### src/hw/cpuPkg.sv
package cpuPkg;

    localparam int dataWidth = 32;  // bus, register and memory word width

    // --------------------------------------------------
    // instruction format
    // --------------------------------------------------
    typedef enum logic [4:0] {
        opHalt  = 5'd0,  // zero word stops the run
        opAdd   = 5'd1,
        opSub   = 5'd2,
        opAnd   = 5'd3,
        opOr    = 5'd4,
        opAddi  = 5'd5,
        opLoad  = 5'd6,
        opStore = 5'd7
    } opcodeT;

    // rc overlays the top four bits of immediate, see registerBus
    typedef struct packed {
        opcodeT      opcode;     // [31:27]
        logic [3:0]  ra;         // [26:23] destination or store source
        logic [3:0]  rb;         // [22:19] base or first operand
        logic [18:0] immediate;  // [18:0] sign extended, rc in [18:15]
    } instructionT;

    // --------------------------------------------------
    // control word
    // --------------------------------------------------
    typedef enum logic [2:0] {
        srcNone      = 3'd0,  // bus reads zero
        srcRa        = 3'd1,
        srcRb        = 3'd2,
        srcRc        = 3'd3,
        srcMdr       = 3'd4,
        srcZlo       = 3'd5,
        srcPc        = 3'd6,
        srcImmediate = 3'd7
    } busSourceT;

    typedef enum logic [1:0] {
        aluAdd = 2'd0,
        aluSub = 2'd1,
        aluAnd = 2'd2,
        aluOr  = 2'd3
    } aluOpT;

    typedef enum logic [1:0] {
        selRa = 2'd0,
        selRb = 2'd1,
        selRc = 2'd2
    } regSelectT;

    typedef struct packed {
        busSourceT busSource;      // single bus driver
        logic      registerIn;     // write addressed register from bus
        regSelectT registerSelect; // which field addresses the write
        logic      yIn;
        logic      zIn;
        aluOpT     aluOp;
        logic      incPc;          // z takes bus plus one
        logic      pcIn;
        logic      marIn;
        logic      mdrIn;
        logic      mdrFromMemory;  // mdr loads memReadData instead of bus
        logic      irIn;
        logic      memRead;        // registered in memoryPort
        logic      memWrite;       // registered in memoryPort
    } controlWordT;

    // --------------------------------------------------
    // sequencer steps
    // --------------------------------------------------
    typedef enum logic [3:0] {
        stepIdle = 4'd0,
        stepT0   = 4'd1,
        stepT1   = 4'd2,
        stepT2   = 4'd3,
        stepT3   = 4'd4,
        stepT4   = 4'd5,
        stepT5   = 4'd6,
        stepT6   = 4'd7,
        stepT7   = 4'd8,
        stepT8   = 4'd9,
        stepT9   = 4'd10  // last step of load
    } stepT;

endpackage

### src/hw/controlSequencer.sv
`timescale 1ns/1ns
module controlSequencer import cpuPkg::*; (
    input  logic        clock,
    input  logic        reset,
    input  logic        start,
    input  instructionT instruction,
    output controlWordT control,
    output logic        busy,
    output logic        done
);

    stepT  step;       // current step
    stepT  nextStep;
    logic  isAluReg;   // add, sub, and, or
    logic  isAddi;
    logic  isLoad;
    logic  isStore;
    logic  isHaltLike; // halt and any unused encoding
    aluOpT aluSelect;

    // --------------------------------------------------
    // opcode decode
    // --------------------------------------------------
    always_comb begin
        isAluReg  = 1'b0;
        isAddi    = 1'b0;
        isLoad    = 1'b0;
        isStore   = 1'b0;
        aluSelect = aluAdd;
        case (instruction.opcode)
            opAdd:   isAluReg = 1'b1;
            opSub: begin
                isAluReg  = 1'b1;
                aluSelect = aluSub;
            end
            opAnd: begin
                isAluReg  = 1'b1;
                aluSelect = aluAnd;
            end
            opOr: begin
                isAluReg  = 1'b1;
                aluSelect = aluOr;
            end
            opAddi:  isAddi  = 1'b1;
            opLoad:  isLoad  = 1'b1;
            opStore: isStore = 1'b1;
            default: ;
        endcase
        isHaltLike = !(isAluReg || isAddi || isLoad || isStore);
    end

    // --------------------------------------------------
    // step sequencing
    // --------------------------------------------------
    always_comb begin
        case (step)
            stepIdle: nextStep = start ? stepT0 : stepIdle;
            stepT0:   nextStep = stepT1;
            stepT1:   nextStep = stepT2;
            stepT2:   nextStep = stepT3;
            stepT3:   nextStep = stepT4;
            stepT4:   nextStep = isHaltLike ? stepIdle : stepT5;
            stepT5:   nextStep = stepT6;
            stepT6:   nextStep = (isLoad || isStore) ? stepT7 : stepT0;
            stepT7:   nextStep = stepT8;
            stepT8:   nextStep = isLoad ? stepT9 : stepT0;  // store ends here
            default:  nextStep = stepT0;                    // T9 closes load
        endcase
    end

    always_ff @(posedge clock) begin
        if (reset) begin
            step <= stepIdle;
            busy <= 1'b0;
            done <= 1'b0;
        end else begin
            step <= nextStep;
            done <= (step == stepT4) && isHaltLike;  // one cycle, lands in idle
            if (step == stepIdle && start)
                busy <= 1'b1;
            else if (step == stepT4 && isHaltLike)
                busy <= 1'b0;
        end
    end

    // --------------------------------------------------
    // control word per step
    // memRead and memWrite go out one cycle later from memoryPort,
    // so they are raised in the step before the memory cycle
    // --------------------------------------------------
    always_comb begin
        control = '0;
        case (step)
            stepT0: begin
                control.busSource = srcPc;   // pc to mar, pc plus one to z
                control.marIn     = 1'b1;
                control.zIn       = 1'b1;
                control.incPc     = 1'b1;
                control.memRead   = 1'b1;    // read seen in T1
            end
            stepT1: begin
                control.busSource = srcZlo;  // pc advances
                control.pcIn      = 1'b1;
            end
            stepT2: begin
                control.mdrIn         = 1'b1;  // instruction word arrives
                control.mdrFromMemory = 1'b1;
            end
            stepT3: begin
                control.busSource = srcMdr;
                control.irIn      = 1'b1;
            end
            stepT4: begin
                if (!isHaltLike) begin
                    control.busSource = srcRb;  // first operand or base to y
                    control.yIn       = 1'b1;
                end
            end
            stepT5: begin
                control.busSource = isAluReg ? srcRc : srcImmediate;
                control.aluOp     = isAluReg ? aluSelect : aluAdd;
                control.zIn       = 1'b1;
            end
            stepT6: begin
                control.busSource = srcZlo;
                if (isLoad || isStore) begin
                    control.marIn   = 1'b1;      // effective address
                    control.memRead = isLoad;    // load read seen in T7
                end else begin
                    control.registerIn     = 1'b1;
                    control.registerSelect = selRa;
                end
            end
            stepT7: begin
                if (isStore) begin
                    control.busSource = srcRa;   // store data to mdr
                    control.mdrIn     = 1'b1;
                    control.memWrite  = 1'b1;    // write seen in T8
                end
            end
            stepT8: begin
                if (isLoad) begin
                    control.mdrIn         = 1'b1;
                    control.mdrFromMemory = 1'b1;
                end
            end
            stepT9: begin
                control.busSource      = srcMdr; // loaded word to ra
                control.registerIn     = 1'b1;
                control.registerSelect = selRa;
            end
            default: ;
        endcase
    end

endmodule

### src/hw/registerBus.sv
`timescale 1ns/1ns
module registerBus import cpuPkg::*; (
    input  logic                 clock,
    input  logic                 reset,
    input  controlWordT          control,
    input  instructionT          instruction,
    input  logic [dataWidth-1:0] zLow,
    input  logic [dataWidth-1:0] mdrValue,
    input  logic [dataWidth-1:0] pc,
    output logic [dataWidth-1:0] bus
);

    logic [dataWidth-1:0] registers [16];  // general registers r0..r15
    logic [3:0]           rcField;
    logic [3:0]           writeAddress;
    logic [dataWidth-1:0] immediateValue;

    assign rcField        = instruction.immediate[18:15];  // rc shares the top of imm
    assign immediateValue = {{(dataWidth - 19){instruction.immediate[18]}},
                             instruction.immediate};

    always_comb begin
        case (control.registerSelect)
            selRb:   writeAddress = instruction.rb;
            selRc:   writeAddress = rcField;
            default: writeAddress = instruction.ra;
        endcase
    end

    // --------------------------------------------------
    // bus source mux
    // --------------------------------------------------
    always_comb begin
        case (control.busSource)
            srcRa:        bus = registers[instruction.ra];
            srcRb:        bus = registers[instruction.rb];
            srcRc:        bus = registers[rcField];
            srcMdr:       bus = mdrValue;
            srcZlo:       bus = zLow;
            srcPc:        bus = pc;
            srcImmediate: bus = immediateValue;
            default:      bus = '0;  // srcNone
        endcase
    end

    always_ff @(posedge clock) begin
        if (reset) begin
            for (int i = 0; i < 16; i++)
                registers[i] <= '0;
        end else if (control.registerIn) begin
            registers[writeAddress] <= bus;
        end
    end

endmodule

### src/hw/aluUnit.sv
`timescale 1ns/1ns
module aluUnit import cpuPkg::*; (
    input  logic                 clock,
    input  logic                 reset,
    input  controlWordT          control,
    input  logic [dataWidth-1:0] bus,
    output logic [dataWidth-1:0] zLow
);

    logic [dataWidth-1:0] y;          // left operand held from an earlier step
    logic [dataWidth-1:0] aluResult;
    logic [dataWidth-1:0] zNext;

    // --------------------------------------------------
    // operations, all wrap modulo 2**32
    // --------------------------------------------------
    always_comb begin
        case (control.aluOp)
            aluSub:  aluResult = y - bus;
            aluAnd:  aluResult = y & bus;
            aluOr:   aluResult = y | bus;
            default: aluResult = y + bus;
        endcase
    end

    // pc increment bypasses y entirely
    assign zNext = control.incPc ? bus + 1'b1 : aluResult;

    // --------------------------------------------------
    // y and z registers
    // --------------------------------------------------
    always_ff @(posedge clock) begin
        if (reset)
            y <= '0;
        else if (control.yIn)
            y <= bus;
    end

    always_ff @(posedge clock) begin
        if (reset)
            zLow <= '0;
        else if (control.zIn)
            zLow <= zNext;  // read back on the bus as srcZlo
    end

endmodule

### src/hw/memoryPort.sv
`timescale 1ns/1ns
module memoryPort import cpuPkg::*; (
    input  logic                 clock,
    input  logic                 reset,
    input  controlWordT          control,
    input  logic [dataWidth-1:0] bus,
    input  logic [dataWidth-1:0] memReadData,
    output logic [dataWidth-1:0] mdrValue,
    output logic [dataWidth-1:0] memAddress,
    output logic [dataWidth-1:0] memWriteData,
    output logic                 memRead,
    output logic                 memWrite
);

    logic [dataWidth-1:0] mar;
    logic [dataWidth-1:0] mdr;
    logic [dataWidth-1:0] mdrNext;

    assign mdrNext = control.mdrFromMemory ? memReadData : bus;

    always_ff @(posedge clock) begin
        if (reset) begin
            mar <= '0;
            mdr <= '0;
        end else begin
            if (control.marIn)
                mar <= bus;
            if (control.mdrIn)
                mdr <= mdrNext;
        end
    end

    // --------------------------------------------------
    // memory strobes, one cycle behind the control word
    // --------------------------------------------------
    always_ff @(posedge clock) begin
        if (reset) begin
            memRead  <= 1'b0;
            memWrite <= 1'b0;
        end else begin
            memRead  <= control.memRead;
            memWrite <= control.memWrite;
        end
    end

    assign memAddress   = mar;  // mar is stable through the strobe cycle
    assign memWriteData = mdr;
    assign mdrValue     = mdr;

endmodule

### src/hw/fetchRegisters.sv
`timescale 1ns/1ns
module fetchRegisters import cpuPkg::*; #(
    parameter logic [dataWidth-1:0] programStart = '0
) (
    input  logic                 clock,
    input  logic                 reset,
    input  logic                 start,
    input  controlWordT          control,
    input  logic [dataWidth-1:0] bus,
    output logic [dataWidth-1:0] pc,
    output instructionT          instruction
);

    // --------------------------------------------------
    // program counter
    // --------------------------------------------------
    always_ff @(posedge clock) begin
        if (reset)
            pc <= programStart;
        else if (start)
            pc <= programStart;  // each run begins at the same place
        else if (control.pcIn)
            pc <= bus;
    end

    // instruction register, decoded only by the sequencer
    always_ff @(posedge clock) begin
        if (reset)
            instruction <= '0;
        else if (control.irIn)
            instruction <= instructionT'(bus);
    end

endmodule

### src/hw/busCpu.sv
`timescale 1ns/1ns
module busCpu import cpuPkg::*; #(
    parameter logic [dataWidth-1:0] programStart = '0
) (
    input  logic                 clock,
    input  logic                 reset,
    input  logic                 start,
    input  logic [dataWidth-1:0] memReadData,
    output logic [dataWidth-1:0] memAddress,
    output logic [dataWidth-1:0] memWriteData,
    output logic                 memRead,
    output logic                 memWrite,
    output logic                 busy,
    output logic                 done
);

    controlWordT          control;      // strobes for the current step
    instructionT          instruction;  // ir contents
    logic [dataWidth-1:0] bus;
    logic [dataWidth-1:0] zLow;
    logic [dataWidth-1:0] mdrValue;
    logic [dataWidth-1:0] pc;

    // --------------------------------------------------
    // control
    // --------------------------------------------------
    controlSequencer sequencer (
        .clock       (clock),
        .reset       (reset),
        .start       (start),
        .instruction (instruction),
        .control     (control),
        .busy        (busy),
        .done        (done)
    );

    // --------------------------------------------------
    // datapath
    // --------------------------------------------------
    registerBus registers (
        .clock       (clock),
        .reset       (reset),
        .control     (control),
        .instruction (instruction),
        .zLow        (zLow),
        .mdrValue    (mdrValue),
        .pc          (pc),
        .bus         (bus)
    );

    aluUnit alu (
        .clock   (clock),
        .reset   (reset),
        .control (control),
        .bus     (bus),
        .zLow    (zLow)
    );

    memoryPort memory (
        .clock        (clock),
        .reset        (reset),
        .control      (control),
        .bus          (bus),
        .memReadData  (memReadData),
        .mdrValue     (mdrValue),
        .memAddress   (memAddress),
        .memWriteData (memWriteData),
        .memRead      (memRead),
        .memWrite     (memWrite)
    );

    fetchRegisters #(
        .programStart (programStart)
    ) fetch (
        .clock       (clock),
        .reset       (reset),
        .start       (start),
        .control     (control),
        .bus         (bus),
        .pc          (pc),
        .instruction (instruction)
    );

endmodule

### config.mk
export PLATFORM = sky130hd
export DESIGN_NAME = busCpu
export DESIGN_NICKNAME = d
export VERILOG_FILES = /design/src/hw/cpuPkg.sv /design/src/hw/controlSequencer.sv /design/src/hw/registerBus.sv /design/src/hw/aluUnit.sv /design/src/hw/memoryPort.sv /design/src/hw/fetchRegisters.sv /design/src/hw/busCpu.sv
export SDC_FILE = /design/constraint.sdc
export NUM_CORES = 2
export LEC_CHECK = 0
export BUFFER_PORTS_ARGS = -buffer_cell sky130_fd_sc_hd__buf_2
export CAP_MARGIN = 30
export CORE_MARGIN = 2
export CORE_UTILIZATION = 55
export CTS_CLUSTER_DIAMETER = 150
export DETAILED_ROUTE_END_ITERATION = 16
export GPL_TIMING_DRIVEN = 0
export PLACE_DENSITY_LB_ADDON = 0.25
export SETUP_SLACK_MARGIN = 0.5
export SYNTH_ARGS = -nofsm -noshare
export SYNTH_HDL_FRONTEND = slang
export SYNTH_SLANG_ARGS = --single-unit
### constraint.sdc
create_clock -name clock -period 16.62 [get_ports clock]
set_input_delay 1.662 -clock clock [delete_from_list [all_inputs] [get_ports clock]]
set_output_delay 1.662 -clock clock [all_outputs]
set_load 0.005 [all_outputs]
==> flow_metrics.tcl <==
set metrics [dict create \
    cp_max_fo 10 \
    crit_required_ns 17.16 \
    swShare 0.277 \
    grt_max_degree 33 \
    hold_viol 0 \
    postCtsResizedCells 0 \
    syn-instance-count 3473 \
    die_w_um 281 \
    cts_tree "built" \
    rows 101 \
    hp-class "reg2reg" \
    clk-insertion-delay-late_ns 0.68 \
    initial_core_util 0.555 \
    grt_util_all_layers 0.470 \
    dr.pass1.iters 10 \
    core_region_area_um2 75900 \
    seq_power_share 0.441 \
    grt_pass1_wl_um 255000 \
    r2r_end "alu.zLow[25]" \
    min_to "alu.y[31]" \
    cts_setup_buffers 0 \
    detail_route.wirelength_um 186000 \
    post-place-ws_ns 8.03 \
    num_io_pins 103 \
    numCtsBuffers 82 \
    intPower_mw 3.36 \
    fin_crit_sh 0.554 \
    p_per_area_nw_per_um2 98.2 \
    layout_setup_ws_ns 7.41 \
    drive_gt1_frac 0.234 \
    hp-start "alu.y[31]" \
    crit_type "reg2reg" \
    place_area_um2 44500 \
    synth_edf_count 512 \
    portBuffers 102 \
    layout.nets 3771 \
    ys_seq_elements 724 \
    drc 0 \
    clock_path_buffers 3 \
    drt_iter0_markers 7409 \
    worst_clock_skew_ns 0.0302 \
    tns_ns 0 \
    place_congestion 1.05 \
    status "complete, no violations" \
    fin_util 0.623 \
    regToRegSetupSlack_ns 7.41 \
    vias 36200 \
    final_cell_area_um2 47300 \
    ant_nets 0 \
    syn_to_final_growth_pct 12.3 \
    yosysWarnings 0 \
    slew_viol_final 0 \
    async_flop_share 0 \
    avgSynthCellArea_um2 12.1 \
    final_cell_mix "785 x nor2_1, 512 x edfxtp_1, 400 x mux4_2" \
    h-tree-depth 3 \
    ys_seq_area_frac 0.465 \
    grt_setup_unrepaired "false" \
    synth_top_area_cell "edfxtp_1" \
    routed_via_density 7.54 \
    cts.sinks 724 \
    slew_headroom 0.144 \
    synth_nets 3545 \
    p_clk_frac 0.413 \
    power_frac_comb 0.147 \
    worstPathArrival_ns 9.75 \
    hold_buffers 0 \
    cts_root_buf "clkbuf_16" \
    max-vdd-ir-drop_mv 0.0908 \
    setup.worst_path.end_class "flip-flop" \
    path_clk_slew_ns 0.06 \
    finalSetupViolations 0 \
    r2r_cells 20 \
    power.leakage_nw 15.6 \
    max_cap_viol_count 0 \
    timing.fmax_mhz 109 \
    yosysUniqueCellTypes 90 \
    synthFlopType "edfxtp_1" \
    critPathLaunchType "flip-flop" \
    post-dp-hpwl_um 128000 \
    grt_pass1_vias 34400 \
    yosys.area.top_type_share 0.365 \
    grt_remaining_overflow 0 \
    antenna_found_initial 11 \
    synth_area_um2 42200 \
    p_sw_mw 1.29 \
    die_h_um 281 \
    hold_path_depth 2 \
    final_common_cell "nor2_1" \
    max_slew.worst_pin.slew_ns 1.28 \
    synthTopCellsByArea "edfxtp_1 36%, mux4_2 21%, dfxtp_1 10%" \
    wl_per_cell_um 38.7 \
    min_period_ns 9.21 \
    dieArea_um2 78900 \
]
==> per-stage QoR <==
step | hold WS, ns | instances | power (mW)
after floorplan | 0.436 | 3473 | 2.50
after global placement | 0.447 | 4605 | 2.72
after detailed placement | 0.453 | 4634 | 2.73
after CTS | 0.462 | 4788 | 4.58
after global routing | 0.488 | 4800 | 4.72
final | 0.468 | 4803 | 4.65
==> registers in the layout (all words and copies together) (netlist names), named ones only <==
signal and cells:
registers.registers 512, alu.y 32, alu.zLow 32, fetch.instruction 32
fetch.pc 32, memory.mdrValue 32, memory.memAddress 32, sequencer.step 4
memory.memRead 1, memory.memWrite 1, sequencer.busy 1, sequencer.done 1
==> cells by family (layout without fill, tap and decap cells) <==
| group | Yosys count | after routing | share of synthesized area |
|---|---|---|---|
| simple gates | 1160 | 1160 | 0.123 |
| flops | 724 | 724 | 0.465 |
| other cells | 0 | 4 | 0 |
| fa+ha+maj | 42 | 42 | 0.0123 |
| xor+xnor | 87 | 87 | 0.0183 |
| buf+inv | 371 | 667 | 0.0420 |
| mux | 542 | 542 | 0.248 |
| compound gates | 547 | 547 | 0.0911 |
==> per-layer routing <==
| layer | vias up | GRT usage | share of wire |
|---|---|---|---|
| li1 | 13800 | - | - |
| met1 | 17500 | 0.568 | 0.32 |
| met2 | 3782 | 0.654 | 0.40 |
| met3 | 1068 | 0.228 | 0.18 |
| met4 | 20 | 0.334 | 0.093 |
| met5 | - | 0.0119 | 0.0014 |
==> cell usage after synthesis (5+ instances only) <==
master     number
nand2_1       135
clkbuf_1      199
a211oi_1      169
and3_1          9
and4_1          7
a21oi_1       103
a22oi_1        18
edfxtp_1      512
and2_1         17
dfxtp_1       212
mux2i_1       130
a31oi_1        13
nor4_2         11
buf_2          77
o211ai_1       13
buf_4          45
ha_1           36
o21ai_0        38
buf_6          15
inv_1          15
or3_1           7
a2111oi_0      21
a211o_1         6
nand2b_1       31
o21ai_1         8
maj3_1          5
nand3_1        21
o22ai_1        53
a32oi_1         9
mux4_2        400
nor4_1          8
mux2_2         12
nor3_1         43
o21bai_1       12
xnor2_1        40
nor3b_1         5
nor2b_1        22
xor2_1         46
nor2_1        785
a21o_1         13
o21a_1          6
a222oi_1       25
buf_1          17
or2_2           6
nand4_1         7
==> final cells by class <==
cell class / count / area, µm²
Buffer: 354 / 1710
Antenna cell: 4 / 10.0
Multi-Input combinational cell: 2378 / 20900
Timing Repair Buffer: 142 / 1010
Tap cell: 1030 / 1290
Fill cell: 6019 / 28600
Sequential cell: 724 / 19600
Clock inverter: 38 / 429
Clock buffer: 116 / 2330
Inverter: 17 / 63.8
==> worst max path at each step <==
| stage | endpoint | depth (start not counted) |
|---|---|---|
| floorplan | alu.zLow[30] | 24 |
| global placement | alu.zLow[29] | 20 |
| global route | alu.zLow[25] | 20 |
| detailed placement | alu.zLow[25] | 20 |
| finish | alu.zLow[25] | 20 |
| CTS | alu.zLow[25] | 20 |
==> critical path, cell delays in order (launching register included) <==
cell and delay, ns:
dfxtp_1 0.30, buf_2 0.43, buf_2 0.46, buf_1 0.69, mux4_2 0.40, mux2i_1 0.20, o22ai_1 0.25, nor4_1 0.79
clkbuf_1 0.65, clkbuf_1 0.92, xor2_1 0.15, ha_1 0.29, or4_1 0.44, o21ai_0 0.66, a2111oi_0 0.27, o22ai_1 0.47
o21ai_0 0.26, o31ai_1 0.69, xnor2_1 0.21, a211oi_1 0.10, a2111oi_0 0.38
==> power by group through the flow <==
| stage | clock, mW | combinational, mW | sequential, mW |
|---|---|---|---|
| 6_report | 1.92 | 0.682 | 2.05 |
| 3_3_place_gp | 0 | 0.636 | 2.08 |
| 5_1_grt | 1.95 | 0.709 | 2.05 |
| 2_1_floorplan | 0 | 0.437 | 2.06 |
| 4_1_cts | 1.89 | 0.652 | 2.04 |
| 3_5_place_dp | 0 | 0.647 | 2.08 |
(Power assumes the default switching activity.)
